[config.mk]
export PLATFORM = sky130hd
export DESIGN_NAME = cce_top
export DESIGN_NICKNAME = d
export VERILOG_FILES = /design/src/hw/cce_cfg_pkg.sv /design/src/hw/cce_inst_pkg.sv /design/src/hw/cce_top.sv /design/src/hw/cce_exec.sv /design/src/hw/cce_decode.sv /design/src/hw/cce_pc.sv /design/src/hw/cce_inst_ram.sv
export SDC_FILE = /design/constraint.sdc
export NUM_CORES = 1
export LEC_CHECK = 0
export BUFFER_PORTS_ARGS = -buffer_cell sky130_fd_sc_hd__buf_4
export CORE_AREA = 2 2 225 227
export CTS_CLUSTER_SIZE = 14
export DETAILED_ROUTE_END_ITERATION = 6
export DIE_AREA = 0 0 227 229
export PLACE_DENSITY_LB_ADDON = 0.25
export SYNTH_ARGS = -nofsm -noshare
export SYNTH_HDL_FRONTEND = slang
export SYNTH_SLANG_ARGS = --single-unit
[constraint.sdc]
create_clock -name clk_i -period 9.7 [get_ports clk_i]
set_input_delay 1.94 -clock clk_i [delete_from_list [all_inputs] [get_ports clk_i]]
set_output_delay 1.94 -clock clk_i [all_outputs]
set_load 0.01 [all_outputs]
[src/hw/cce_cfg_pkg.sv]
// sizing constants for the instruction RAM, instruction word and general registers
package cce_cfg_pkg;

  // instruction RAM depth in words
  localparam int inst_ram_els_lp = 32;

  // address into the instruction RAM, also the width of the PC
  localparam int inst_addr_width_lp = $clog2(inst_ram_els_lp);

  // full instruction word, 4 bit opcode plus 16 bit payload
  localparam int inst_width_lp = 20;

  // general purpose register file
  localparam int gpr_els_lp = 4;

  // index into the register file
  localparam int gpr_idx_width_lp = $clog2(gpr_els_lp);

  // each register holds one byte
  localparam int gpr_width_lp = 8;

endpackage
[src/hw/cce_inst_pkg.sv]
// opcode enum, branch condition enum, ALU and branch payload formats, instruction union
package cce_inst_pkg;

  // opcode sits in the top bits of every instruction
  localparam int op_width_lp = 4;
  localparam int payload_width_lp = cce_cfg_pkg::inst_width_lp - op_width_lp;

  // padding needed to square each format up to the payload width
  localparam int alu_pad_width_lp =
    payload_width_lp - 2 * cce_cfg_pkg::gpr_idx_width_lp - cce_cfg_pkg::gpr_width_lp;
  localparam int branch_pad_width_lp =
    payload_width_lp - 2 * cce_cfg_pkg::gpr_idx_width_lp - cce_cfg_pkg::inst_addr_width_lp;

  // encodings 7 and up are undefined and execute as NOP
  typedef enum logic [op_width_lp-1:0] {
    OP_NOP  = 4'd0,
    OP_MOVI = 4'd1,
    OP_ADDI = 4'd2,
    OP_BEQ  = 4'd3,
    OP_BNE  = 4'd4,
    OP_BI   = 4'd5,
    OP_WAIT = 4'd6
  } cce_op_e;

  // branch condition handed from decode to execute
  typedef enum logic [1:0] {
    BR_EQ     = 2'd0,
    BR_NE     = 2'd1,
    BR_ALWAYS = 2'd2,
    BR_NONE   = 2'd3
  } cce_br_cond_e;

  // MOVI and ADDI view of the payload
  typedef struct packed {
    logic [cce_cfg_pkg::gpr_idx_width_lp-1:0] dst;
    logic [cce_cfg_pkg::gpr_idx_width_lp-1:0] src;
    logic [cce_cfg_pkg::gpr_width_lp-1:0]     imm;
    logic [alu_pad_width_lp-1:0]              pad;
  } cce_alu_fmt_s;

  // BEQ, BNE and BI view, target in the low bits
  typedef struct packed {
    logic [cce_cfg_pkg::gpr_idx_width_lp-1:0]   src_a;
    logic [cce_cfg_pkg::gpr_idx_width_lp-1:0]   src_b;
    logic [branch_pad_width_lp-1:0]             pad;
    logic [cce_cfg_pkg::inst_addr_width_lp-1:0] target;
  } cce_branch_fmt_s;

  // same 16 payload bits, decoded per opcode
  typedef union packed {
    cce_alu_fmt_s    alu;
    cce_branch_fmt_s branch;
  } cce_payload_u;

  typedef struct packed {
    cce_op_e      op;
    cce_payload_u payload;
  } cce_inst_s;

endpackage

[src/hw/cce_top.sv]
// top level joining the PC unit, decoder and execute stage
`timescale 1ns/1ps

module cce_top (
  input  logic                                       clk_i,
  input  logic                                       reset_i,
  input  logic                                       event_i,
  input  logic [cce_cfg_pkg::inst_width_lp-1:0]      boot_rom_data_i,
  output logic [cce_cfg_pkg::inst_addr_width_lp-1:0] boot_rom_addr_o,
  output logic                                       wb_v_o,
  output logic [cce_cfg_pkg::gpr_idx_width_lp-1:0]   wb_idx_o,
  output logic [cce_cfg_pkg::gpr_width_lp-1:0]       wb_data_o
);
  import cce_cfg_pkg::*;
  import cce_inst_pkg::*;

  // fetch to decode
  logic [inst_width_lp-1:0] inst;
  logic inst_v;

  // decode back to fetch, execute back to fetch
  logic pc_stall;
  logic [inst_addr_width_lp-1:0] branch_target;
  logic alu_branch_res;

  // decode to execute
  logic alu_we;
  logic alu_add;
  logic [gpr_idx_width_lp-1:0] alu_dst;
  logic [gpr_idx_width_lp-1:0] alu_src;
  logic [gpr_width_lp-1:0] alu_imm;
  cce_br_cond_e br_cond;
  logic [gpr_idx_width_lp-1:0] br_src_a;
  logic [gpr_idx_width_lp-1:0] br_src_b;

  cce_pc pc (
    .clk_i             (clk_i),
    .reset_i           (reset_i),
    .alu_branch_res_i  (alu_branch_res),
    .pc_stall_i        (pc_stall),
    .pc_branch_target_i(branch_target),
    .boot_rom_data_i   (boot_rom_data_i),
    .inst_o            (inst),
    .inst_v_o          (inst_v),
    .boot_rom_addr_o   (boot_rom_addr_o)
  );

  cce_decode decode (
    .event_i           (event_i),
    .inst_i            (inst),
    .inst_v_i          (inst_v),
    .alu_we_o          (alu_we),
    .alu_add_o         (alu_add),
    .alu_dst_o         (alu_dst),
    .alu_src_o         (alu_src),
    .alu_imm_o         (alu_imm),
    .br_cond_o         (br_cond),
    .br_src_a_o        (br_src_a),
    .br_src_b_o        (br_src_b),
    .pc_branch_target_o(branch_target),
    .pc_stall_o        (pc_stall)
  );

  cce_exec exec (
    .clk_i           (clk_i),
    .reset_i         (reset_i),
    .alu_we_i        (alu_we),
    .alu_add_i       (alu_add),
    .alu_dst_i       (alu_dst),
    .alu_src_i       (alu_src),
    .alu_imm_i       (alu_imm),
    .br_cond_i       (br_cond),
    .br_src_a_i      (br_src_a),
    .br_src_b_i      (br_src_b),
    .alu_branch_res_o(alu_branch_res),
    .wb_v_o          (wb_v_o),
    .wb_idx_o        (wb_idx_o),
    .wb_data_o       (wb_data_o)
  );

endmodule

[src/hw/cce_exec.sv]
// general register file, move/add ALU, branch compare and registered writeback port
`timescale 1ns/1ps

module cce_exec (
  input  logic                                     clk_i,
  input  logic                                     reset_i,
  input  logic                                     alu_we_i,
  input  logic                                     alu_add_i,
  input  logic [cce_cfg_pkg::gpr_idx_width_lp-1:0] alu_dst_i,
  input  logic [cce_cfg_pkg::gpr_idx_width_lp-1:0] alu_src_i,
  input  logic [cce_cfg_pkg::gpr_width_lp-1:0]     alu_imm_i,
  input  cce_inst_pkg::cce_br_cond_e               br_cond_i,
  input  logic [cce_cfg_pkg::gpr_idx_width_lp-1:0] br_src_a_i,
  input  logic [cce_cfg_pkg::gpr_idx_width_lp-1:0] br_src_b_i,
  output logic                                     alu_branch_res_o,
  output logic                                     wb_v_o,
  output logic [cce_cfg_pkg::gpr_idx_width_lp-1:0] wb_idx_o,
  output logic [cce_cfg_pkg::gpr_width_lp-1:0]     wb_data_o
);
  import cce_cfg_pkg::*;
  import cce_inst_pkg::*;

  logic [gpr_width_lp-1:0] gpr_r [gpr_els_lp];
  logic [gpr_width_lp-1:0] alu_res;
  logic [gpr_width_lp-1:0] opd_a;
  logic [gpr_width_lp-1:0] opd_b;

  // add wraps at 8 bits
  assign alu_res = alu_add_i ? gpr_r[alu_src_i] + alu_imm_i : alu_imm_i;

  // branch operands read the current file, same cycle as the branch
  assign opd_a = gpr_r[br_src_a_i];
  assign opd_b = gpr_r[br_src_b_i];

  always_comb begin
    case (br_cond_i)
      BR_EQ:     alu_branch_res_o = (opd_a == opd_b);
      BR_NE:     alu_branch_res_o = (opd_a != opd_b);
      BR_ALWAYS: alu_branch_res_o = 1'b1;
      default:   alu_branch_res_o = 1'b0;
    endcase
  end

  // file and writeback strobe update on the same edge
  always_ff @(posedge clk_i) begin
    if (reset_i) begin
      for (int i = 0; i < gpr_els_lp; i++) begin
        gpr_r[i] <= '0;
      end
      wb_v_o <= 1'b0;
    end else begin
      if (alu_we_i) begin
        gpr_r[alu_dst_i] <= alu_res;
      end
      wb_v_o <= alu_we_i;
    end
  end

  // writeback payload, only meaningful with wb_v_o
  always_ff @(posedge clk_i) begin
    if (alu_we_i) begin
      wb_idx_o  <= alu_dst_i;
      wb_data_o <= alu_res;
    end
  end

endmodule

[src/hw/cce_decode.sv]
// instruction decoder producing ALU controls, branch controls and the WAIT stall request
`timescale 1ns/1ps

module cce_decode (
  input  logic                                       event_i,
  input  logic [cce_cfg_pkg::inst_width_lp-1:0]      inst_i,
  input  logic                                       inst_v_i,
  output logic                                       alu_we_o,
  output logic                                       alu_add_o,
  output logic [cce_cfg_pkg::gpr_idx_width_lp-1:0]   alu_dst_o,
  output logic [cce_cfg_pkg::gpr_idx_width_lp-1:0]   alu_src_o,
  output logic [cce_cfg_pkg::gpr_width_lp-1:0]       alu_imm_o,
  output cce_inst_pkg::cce_br_cond_e                 br_cond_o,
  output logic [cce_cfg_pkg::gpr_idx_width_lp-1:0]   br_src_a_o,
  output logic [cce_cfg_pkg::gpr_idx_width_lp-1:0]   br_src_b_o,
  output logic [cce_cfg_pkg::inst_addr_width_lp-1:0] pc_branch_target_o,
  output logic                                       pc_stall_o
);
  import cce_inst_pkg::*;

  cce_inst_s inst;

  assign inst = inst_i;

  always_comb begin
    // operand fields pass straight from whichever view applies
    alu_dst_o          = inst.payload.alu.dst;
    alu_src_o          = inst.payload.alu.src;
    alu_imm_o          = inst.payload.alu.imm;
    br_src_a_o         = inst.payload.branch.src_a;
    br_src_b_o         = inst.payload.branch.src_b;
    pc_branch_target_o = inst.payload.branch.target;
    // controls idle unless a valid instruction asks for them
    alu_we_o   = 1'b0;
    alu_add_o  = 1'b0;
    br_cond_o  = BR_NONE;
    pc_stall_o = 1'b0;
    if (inst_v_i) begin
      case (inst.op)
        OP_MOVI: alu_we_o = 1'b1;
        OP_ADDI: begin
          alu_we_o  = 1'b1;
          alu_add_o = 1'b1;
        end
        OP_BEQ:  br_cond_o = BR_EQ;
        OP_BNE:  br_cond_o = BR_NE;
        OP_BI:   br_cond_o = BR_ALWAYS;
        // hold the PC until the event arrives
        OP_WAIT: pc_stall_o = !event_i;
        // NOP and undefined encodings
        default: alu_we_o = 1'b0;
      endcase
    end
  end

endmodule

[src/hw/cce_pc.sv]
// PC state machine, boot ROM copy, next-PC steering and the instruction RAM instance
`timescale 1ns/1ps

module cce_pc (
  input  logic                                       clk_i,
  input  logic                                       reset_i,
  input  logic                                       alu_branch_res_i,
  input  logic                                       pc_stall_i,
  input  logic [cce_cfg_pkg::inst_addr_width_lp-1:0] pc_branch_target_i,
  input  logic [cce_cfg_pkg::inst_width_lp-1:0]      boot_rom_data_i,
  output logic [cce_cfg_pkg::inst_width_lp-1:0]      inst_o,
  output logic                                       inst_v_o,
  output logic [cce_cfg_pkg::inst_addr_width_lp-1:0] boot_rom_addr_o
);
  import cce_cfg_pkg::*;

  typedef enum logic [1:0] {
    BOOT,
    BOOT_END,
    FETCH_START,
    FETCH
  } pc_state_e;

  pc_state_e pc_state_r, pc_state_n;

  // boot copy pointer and the two fetch-side PCs
  logic [inst_addr_width_lp-1:0] boot_rom_addr_r, boot_rom_addr_n;
  logic [inst_addr_width_lp-1:0] ex_pc_r, ex_pc_n;
  logic [inst_addr_width_lp-1:0] ram_addr_r, ram_addr_n;
  logic inst_v_r, inst_v_n;

  // registered RAM controls, address is steered combinationally in FETCH
  logic ram_v_r, ram_v_n;
  logic ram_w_r, ram_w_n;
  logic [inst_addr_width_lp-1:0] ram_addr;
  logic [inst_width_lp-1:0] ram_data_r;
  logic [inst_width_lp-1:0] ram_data;

  cce_inst_ram inst_ram (
    .clk_i  (clk_i),
    .reset_i(reset_i),
    .v_i    (ram_v_r),
    .w_i    (ram_w_r),
    .addr_i (ram_addr),
    .data_i (ram_data_r),
    .data_o (ram_data)
  );

  always_ff @(posedge clk_i) begin
    if (reset_i) begin
      pc_state_r      <= BOOT;
      boot_rom_addr_r <= '0;
      ex_pc_r         <= '0;
      ram_addr_r      <= '0;
      inst_v_r        <= 1'b0;
      ram_v_r         <= 1'b0;
      ram_w_r         <= 1'b0;
    end else begin
      pc_state_r      <= pc_state_n;
      boot_rom_addr_r <= boot_rom_addr_n;
      ex_pc_r         <= ex_pc_n;
      ram_addr_r      <= ram_addr_n;
      inst_v_r        <= inst_v_n;
      ram_v_r         <= ram_v_n;
      ram_w_r         <= ram_w_n;
    end
  end

  // rom word lands in RAM one cycle after its address goes out
  always_ff @(posedge clk_i) begin
    ram_data_r <= boot_rom_data_i;
  end

  always_comb begin
    boot_rom_addr_o = boot_rom_addr_r;
    inst_v_o        = inst_v_r;
    inst_o          = ram_data;
    // defaults, overridden per state
    ram_addr        = ram_addr_r;
    pc_state_n      = pc_state_r;
    boot_rom_addr_n = '0;
    ex_pc_n         = '0;
    ram_addr_n      = ram_addr_r;
    inst_v_n        = 1'b0;
    ram_v_n         = 1'b1;
    ram_w_n         = 1'b0;
    case (pc_state_r)
      BOOT: begin
        // write word k at the edge after rom address k
        ram_w_n         = 1'b1;
        ram_addr_n      = boot_rom_addr_r;
        boot_rom_addr_n = boot_rom_addr_r + 1'b1;
        if (boot_rom_addr_r == inst_addr_width_lp'(inst_ram_els_lp - 1)) begin
          pc_state_n = BOOT_END;
        end
      end
      BOOT_END: begin
        // last boot write retires this cycle, aim the fetch pointer at 0
        ram_addr_n = '0;
        pc_state_n = FETCH_START;
      end
      FETCH_START: begin
        // warm-up read of word 0, the pointer stays so FETCH issues 0 again
        ram_addr_n = '0;
        pc_state_n = FETCH;
      end
      FETCH: begin
        inst_v_n = 1'b1;
        if (pc_stall_i) begin
          // re-read the executing instruction
          ram_addr = ex_pc_r;
          ex_pc_n  = ex_pc_r;
        end else if (alu_branch_res_i) begin
          // target is presented next cycle, no bubble
          ram_addr   = pc_branch_target_i;
          ex_pc_n    = pc_branch_target_i;
          ram_addr_n = pc_branch_target_i + 1'b1;
        end else begin
          ex_pc_n    = ram_addr_r;
          ram_addr_n = ram_addr_r + 1'b1;
        end
      end
      default: begin
        pc_state_n = BOOT;
        ram_v_n    = 1'b0;
      end
    endcase
  end

  // no instruction leaves the unit until the FSM reaches steady fetch
  a_no_inst_in_boot: assert property (@(posedge clk_i) disable iff (reset_i)
    (pc_state_r != FETCH) |-> !inst_v_o);

  // rom address is parked at zero once the copy is done
  a_rom_addr_idle: assert property (@(posedge clk_i) disable iff (reset_i)
    (pc_state_r != BOOT) |-> (boot_rom_addr_o == '0));

endmodule

[src/hw/cce_inst_ram.sv]
// single-port synchronous instruction RAM with registered read data
`timescale 1ns/1ps

module cce_inst_ram (
  input  logic                                   clk_i,
  input  logic                                   reset_i,
  input  logic                                   v_i,
  input  logic                                   w_i,
  input  logic [cce_cfg_pkg::inst_addr_width_lp-1:0] addr_i,
  input  logic [cce_cfg_pkg::inst_width_lp-1:0]  data_i,
  output logic [cce_cfg_pkg::inst_width_lp-1:0]  data_o
);
  import cce_cfg_pkg::*;

  logic [inst_width_lp-1:0] mem_r [inst_ram_els_lp];

  // one access per cycle, a write leaves data_o untouched
  always_ff @(posedge clk_i) begin
    if (v_i) begin
      if (w_i) begin
        mem_r[addr_i] <= data_i;
      end else begin
        data_o <= mem_r[addr_i];
      end
    end
  end

  // the PC unit must never present an X address or X write enable with a valid access
  a_known_access: assert property (@(posedge clk_i) disable iff (reset_i)
    v_i |-> !$isunknown({w_i, addr_i}));

endmodule

==> out/summary.txt, run 1 <==
Clock latency on the worst-skew pair = 630 ps
#FFs+latches synth = 743
Initial antenna violation count = 6
Worst R2R Start = pc.inst_ram.data_o[12]
Yosys warning total = 0
Filler cells = 3,445
Net Count, Synth = 1,830
Slowest cell on crit path = edfxtp_1
CTS Sinks = 743
Area growth syn-to-layout = 12.5%
DP Area = 0.0306 mm2
CTS tree = done
Post-layout minimum cycle time = 6130 ps
Worst setup SP type = register
Number of synthesized flops with an enable pin = 702
Post-layout instance area = 0.0330 mm2
Starting Density = 59.0%
Worst Skew = 33.6 ps
IO Pins = 39
GRT Overall Usage = 29.8%
Reg-to-reg endpoint = pc.inst_ram.data_o[18]
Asr flop ratio synth = 0%
Grt ovf = 0
Buffers added on ports = 38
Hold Path Depth = 2
Most frequent cells in the layout = edfxtp_1, mux2i_1, nand2_1
Post-Synthesis Cells = 1,793
R2R setup slack = 3570 ps
Reg2Reg Depth = 12
Slew Limit Fails = 0
Longest Clk Path Bufs = 3
Final wirelength = 76.0 mm
Vias in the first global route = 16,600
RD Place Congestion = 0.930
Min-delay src = pc.ex_pc_r[2]
Max-cap check violation count = 0
Multi-input logic area = 0.00698 mm2
Worst stage delay on the critical path = 830 ps
Rel. slew slack = 8.47%
Distinct cells, synth = 77
CP cell instances = mux4_2, xnor2_1, and4_4, a31o_4, nand4_4, o221a_4, nand3_1, buf_4, a2bb2oi_1, nand4_1, a2111oi_0, nand3_1
WL/cell = 29.0 um
Fin crit share = 63.2%
Mapped Area = 0.0293 mm2
Vias per std cell = 6.47
Max Clock Freq = 0.163 GHz
CP endpoint kind = register
Power per cell area = 221 mW/mm2
Initial DRC count = 2,429
Worst path most repeated cell = nand3_1
Global-route wire length before repair = 111 mm
Hold EP = pc.ex_pc_r[2]
Total negative slack = 0 ps
Clock transition at path regs = 60 ps
Largest net degree at the start of global routing = 57
Detail Placement HPWL = 47.2 mm
Status = finished clean
FP Rows = 82
Routed vias = 17,000
Setup bufs post-CTS = 0
Share of layout cells above drive strength 1 = 15.0%
Peak VDD IR = 0.179 mV
Diodes inserted = 0
Lkg Pwr = 10.4 nW
DRT Pass-1 Iters = 6
Final setup vio count = 0
Most common cell after layout, fill and taps aside = edfxtp_1
Antenna-violating nets left = 0
CTS H-tree lvls = 3
Final-stage net count = 1,926
Worst path bufs/invs = 1
Hold Path Class = reg -> reg
Post-CTS sizing = 0
Crit path DAT = 6430 ps
Die Ht = 229 um
Syn avg cell area = 16.3 um2
Register area = 0.0219 mm2
Setup CP Type = reg -> reg
RSZ-0062 raised after global routing = no
CTS Root Buffer Type = clkbuf_16
Cts hold-fix bufs = 0
Die width = 227 um
Die area = 0.0520 mm2
Least-Margin Pin Slew = 1370 ps
CP Data Required Time = 10,000 ps
Final hold violation count = 0
Commonest register cell after synthesis = edfxtp_1
Core ar. = 0.0497 mm2
CTS Buf Count = 77
DRC viols = 0
Critical Path Fanout Max = 56
Delay-heaviest family, CP = compound AO/OA/AOI/OAI gates
Post-synthesis sequential area ratio = 74.7%
## worst max-delay path by stage
stage / from / end / slack, ps / cells after the start
after global routing: pc.inst_ram.data_o[12] / pc.inst_ram.data_o[18] / 3450 / 12
after floorplan: event_i / pc.inst_ram.mem_r[24][0] / 4470 / 11
after detailed placement: event_i / pc.inst_ram.data_o[0] / 3240 / 13
after CTS: pc.inst_ram.data_o[12] / pc.inst_ram.data_o[0] / 3720 / 13
after global placement: event_i / pc.inst_ram.data_o[0] / 3230 / 13
final: pc.inst_ram.data_o[12] / pc.inst_ram.data_o[18] / 3570 / 12
## worst min-delay path, delay by kind of cell (launching register included)
family	cells	cell delay (ps)
AOI/OAI and AO/OA	1	50
DFF	1	310
and+or+nand+nor	1	90
## sequential cells by signal (all words and copies together) (netlist names)
signal / cells
pc.inst_v_o: 1
pc.ram_addr_r: 5
pc.ram_data_r: 20
pc.pc_state_r: 2
exec.gpr_r: 32
exec.wb_data_o: 8
pc.ram_v_r: 1
pc.inst_ram.data_o: 20
pc.ram_w_r: 1
pc.ex_pc_r: 5
exec.wb_idx_o: 2
pc.boot_rom_addr_o: 5
pc.inst_ram.mem_r: 640
exec.wb_v_o: 1
## power breakdown
group | leakage, nW | internal [W] | total (W) | switching (W)
sequential | 6.71 | 0.00359 | 0.00369 | 0.0000990
combinational | 2.51 | 0.000286 | 0.000761 | 0.000475
clock | 1.19 | 0.00162 | 0.00284 | 0.00121
total | 10.4 | 0.00550 | 0.00729 | 0.00179
## logic make-up (layout without fill, tap and decap cells)
kind of cell             after synthesis  in the layout  synth area share (%)
AND/OR/NAND/NOR                      378            378                  6.13
XOR/XNOR                              18             18                 0.538
buffers and inverters                105            263                  1.80
multiplexers                         245            245                  9.12
AO/OA/AOI/OAI                        290            290                  7.06
flip-flops                           743            743                  74.7
adder cells (fa/ha/maj)               14             14                 0.623
## cell type report
type	instances	share of cell area, %
Clock buffer	104	6.43
Clock inverter	37	0.884
Inverter	21	0.239
Multi-Input combinational cell	945	21.2
Sequential cell	743	66.4
Tap cell	672	2.55
Timing Repair Buffer	101	2.30
## metrics by stage
step | hold WS (ps) | worst slack (ps) | std cells | utilization [%] | total power [W]
final | 494 | 3570 | 2623 | 66.4 | 0.00729
after global routing | 535 | 3450 | 2623 | 66.4 | 0.00749
after CTS | 492 | 3720 | 2623 | 66.4 | 0.00729
after detailed placement | 487 | 3240 | 2482 | 61.5 | 0.00450
after global placement | 483 | 3230 | 2482 | 61.5 | 0.00449
after floorplan | 472 | 4470 | 1793 | - | 0.00422
## layer usage
layer  wire length [um]  global-route usage, %
met1              29800                   41.9
met2              35000                   45.2
met3               8440                   8.43
met4               2680                   10.6
met5                 54                      0
## cell usage after synthesis (4+ instances only)
cell | n | area, um2
a221o_1 | 4 | 40.0
a31oi_1 | 6 | 37.5
clkbuf_1 | 20 | 75.1
buf_4 | 14 | 105
mux2i_1 | 221 | 2210
xnor2_1 | 15 | 131
nor2_1 | 132 | 495
edfxtp_1 | 702 | 21100
a32oi_1 | 7 | 61.3
nor2b_1 | 6 | 37.5
buf_2 | 46 | 230
o32ai_1 | 8 | 70.1
nor3_1 | 13 | 65.1
a21oi_1 | 29 | 145
o22ai_1 | 59 | 369
nand4_1 | 13 | 81.3
nor4_4 | 5 | 106
a22oi_1 | 18 | 135
nor4_1 | 17 | 106
o211ai_1 | 6 | 45.0
mux4_2 | 17 | 383
nand2b_1 | 4 | 25.0
inv_1 | 20 | 75.1
mux2_2 | 5 | 56.3
a211oi_1 | 22 | 165
ha_1 | 13 | 163
dfxtp_1 | 41 | 821
nand2_1 | 128 | 480
o21ai_0 | 56 | 280
o2111ai_1 | 9 | 78.8
a221oi_1 | 20 | 175
or3_1 | 4 | 25.0
o21ai_1 | 10 | 50.1
o221ai_1 | 4 | 35.0
nand3_1 | 30 | 150
a2bb2oi_1 | 5 | 43.8
No activity file was read; power rests on OpenSTA's default activity.
==> run 2, diff against run 1 <==
--- a/config.mk
+++ b/config.mk
@@ -6,10 +6,10 @@
 export NUM_CORES = 1
 export LEC_CHECK = 0
 export BUFFER_PORTS_ARGS = -buffer_cell sky130_fd_sc_hd__buf_4
-export CORE_AREA = 2 2 225 227
+export CORE_AREA = 2 2 232 234
 export CTS_CLUSTER_SIZE = 14
 export DETAILED_ROUTE_END_ITERATION = 6
-export DIE_AREA = 0 0 227 229
+export DIE_AREA = 0 0 234 236
 export PLACE_DENSITY_LB_ADDON = 0.25
 export SYNTH_ARGS = -nofsm -noshare
 export SYNTH_HDL_FRONTEND = slang
==> constraint.sdc (replaced) <==
create_clock -name clk_i -period 5.3 [get_ports clk_i]
set_input_delay 1.06 -clock clk_i [delete_from_list [all_inputs] [get_ports clk_i]]
set_output_delay 1.06 -clock clk_i [all_outputs]
set_load 0.01 [all_outputs]
==> out/summary.txt, run 2 (synthesis gave the netlist of run 1 again) <==
Status = finished clean (unchanged)
Routed vias = 17,200 (was 17,000)
Detail Placement HPWL = 47.3 mm (was 47.2 mm)
Final setup vio count = 0 (unchanged)
Largest registers = pc.inst_ram.mem_r x640, exec.gpr_r x32 (unchanged)
Most frequent cells in the layout = edfxtp_1, mux2i_1, buf_4 (was edfxtp_1, mux2i_1, nand2_1)
Longest Clk Path Bufs = 3 (unchanged)
Delay-heaviest family, CP = simple AND/OR/NAND/NOR gates (was compound AO/OA/AOI/OAI gates)
Dpl ws = 304 ps (was 3240 ps)
Final wirelength = 76.7 mm (was 76.0 mm)
Die area = 0.0552 mm2 (was 0.0520 mm2)
CTS Root Buffer Type = clkbuf_16 (unchanged)
WL/cell = 28.5 um (was 29.0 um)
Worst setup SP type = register (unchanged)
CP Data Required Time = 5590 ps (was 10,000 ps)
Core ar. = 0.0531 mm2 (was 0.0497 mm2)
Most common cell after layout, fill and taps aside = edfxtp_1 (unchanged)
Worst stage delay on the critical path = 830 ps (about the same)
CTS tree = done (unchanged)
CP endpoint kind = register (unchanged)
Filler cells = 3,699 (was 3,445)
Final hold violation count = 0 (unchanged)
Global-route wire length before repair = 112 mm (was 111 mm)
Die Ht = 236 um (was 229 um)
Initial DRC count = 2,298 (was 2,429)
CTS Buf Count = 75 (was 77)
Worst Skew = 25.7 ps (was 33.6 ps)
Clock transition at path regs = 60 ps (about the same)
Largest Register = pc.inst_ram.mem_r (unchanged)
DRC viols = 0 (unchanged)
Cts hold-fix bufs = 0 (unchanged)
Vias in the first global route = 16,800 (was 16,600)
Peak VDD IR = 0.270 mV (was 0.179 mV)
RD Place Congestion = 0.865 (was 0.930)
Vias per std cell = 6.39 (was 6.47)
Fin crit share = 93.5% (was 63.2%)
Power per cell area = 404 mW/mm2 (was 221 mW/mm2)
Number of flip-flops in the largest register = 640 (unchanged)
Largest net degree at the start of global routing = 55 (was 57)
Post-layout minimum cycle time = 4960 ps (was 6130 ps)
Initial antenna violation count = 1 (was 6)
Clock latency on the worst-skew pair = 630 ps (about the same)
Share of layout cells above drive strength 1 = 16.9% (was 15.0%)
Final-stage net count = 1,970 (was 1,926)
Buffers added on ports = 38 (unchanged)
DRT Pass-1 Iters = 6 (unchanged)
Starting Density = 55.2% (was 59.0%)
Critical Path Fanout Max = 48 (was 56)
Total negative slack = 0 ps (unchanged)
Hold Path Class = reg -> reg (unchanged)
Max-cap check violation count = 0 (unchanged)
IO Pins = 39 (unchanged)
CTS Sinks = 743 (unchanged)
FP Rows = 85 (was 82)
Die width = 234 um (was 227 um)
Max Clock Freq = 0.202 GHz (was 0.163 GHz)
Slew Limit Fails = 0 (unchanged)
Crit path DAT = 5240 ps (was 6430 ps)
Worst path bufs/invs = 2 (was 1)
Antenna-violating nets left = 0 (unchanged)
Least-Margin Pin Slew = 1380 ps (was 1370 ps)
Setup ws final = 342 ps (was 3570 ps)
RSZ-0062 raised after global routing = no (unchanged)
Setup CP Type = reg -> reg (unchanged)
Area growth syn-to-layout = 14.8% (was 12.5%)
CTS H-tree lvls = 3 (unchanged)
GRT Overall Usage = 28.2% (was 29.8%)
Lkg Pwr = 10.7 nW (was 10.4 nW)
Register area = 0.0219 mm2 (unchanged)
Multi-input logic area = 0.00699 mm2 (was 0.00698 mm2)
Grt ovf = 0 (unchanged)
CP cell instances = mux4_2, xnor2_1, nand4_1, or3_1, a41oi_4, buf_4, buf_12, mux2i_1, o21ai_0, nor4_1, o2111ai_1 (was mux4_2, xnor2_1, and4_4, a31o_4, nand4_4, o221a_4, nand3_1, buf_4, a2bb2oi_1, nand4_1, a2111oi_0, nand3_1)
Slowest cell on crit path = edfxtp_1 (unchanged)
Rel. slew slack = 8.04% (was 8.47%)
run 2: changes by cell type in the layout (fill, tap and decap cells not counted), moves of 4 or more:
cell,before,now
clkbuf_16,80,76
clkinv_2,18,11
bufinv_16,3,9
buf_4,101,132
clkbuf_1,21,17
buf_12,0,15
run 2: per-layer routing:
metal	wire, um	global-route usage [%]	vias to the layer above
met5	0	0	-
met4	2440	9.69	0
met3	7860	5.44	163
met2	36300	43.8	1028
met1	30200	40.2	8633
li1	-	-	7365
run 2: per-stage QoR:
stage                     hold WS [ps]  std cells  cell area, um2  power (W)  util, %
after CTS                          493       2688           33600     0.0136     63.4
after floorplan                    472       1793           29300    0.00773        -
after global routing               514       2689           33600     0.0140     63.4
after global placement             483       2551           31100    0.00827     58.6
final                              495       2690           33600     0.0136     63.4
after detailed placement           485       2551           31100    0.00829     58.6
run 2: report_power, final:
part / switching [W] / leakage [nW] / internal [W] / total (W)
clock: 0.00224 / 1.22 / 0.00315 / 0.00540
combinational: 0.000842 / 2.79 / 0.000599 / 0.00144
sequential: 0.000199 / 6.71 / 0.00657 / 0.00677
run 2: final cells by class:
class	instances	area share, %
Antenna cell	1	0.00744
Clock buffer	96	5.96
Clock inverter	41	1.51
Inverter	21	0.234
Multi-Input combinational cell	945	20.8
Sequential cell	743	65.1
Tap cell	696	2.59
Timing Repair Buffer	147	3.84
run 2: worst reg2reg max path, stage by stage (launching register included):
cell and delay, ps:
edfxtp_1 830, mux4_2 430, xnor2_1 220, nand4_1 240, or3_1 500, a41oi_4 360, buf_4 250, buf_12 310
mux2i_1 420, o21ai_0 140, nor4_1 600, o2111ai_1 340
run 2: worst paths after layout:
path	cells past startpoint	slack, ps	endpoint	startpoint
worst min-delay path	2	490	pc.ex_pc_r[2]	pc.ex_pc_r[2]
worst max-delay path	11	340	pc.inst_ram.data_o[2]	pc.inst_ram.data_o[15]
worst min register to register	2	490	pc.ex_pc_r[2]	pc.ex_pc_r[2]
worst max register to register	11	340	pc.inst_ram.data_o[2]	pc.inst_ram.data_o[15]
run 2: what timing repair did:
action / 4_1_cts / 5_1_grt
buffers inserted: 0 / 1
setup endpoints to repair: 0 / 1
gates resized for setup: 0 / 1
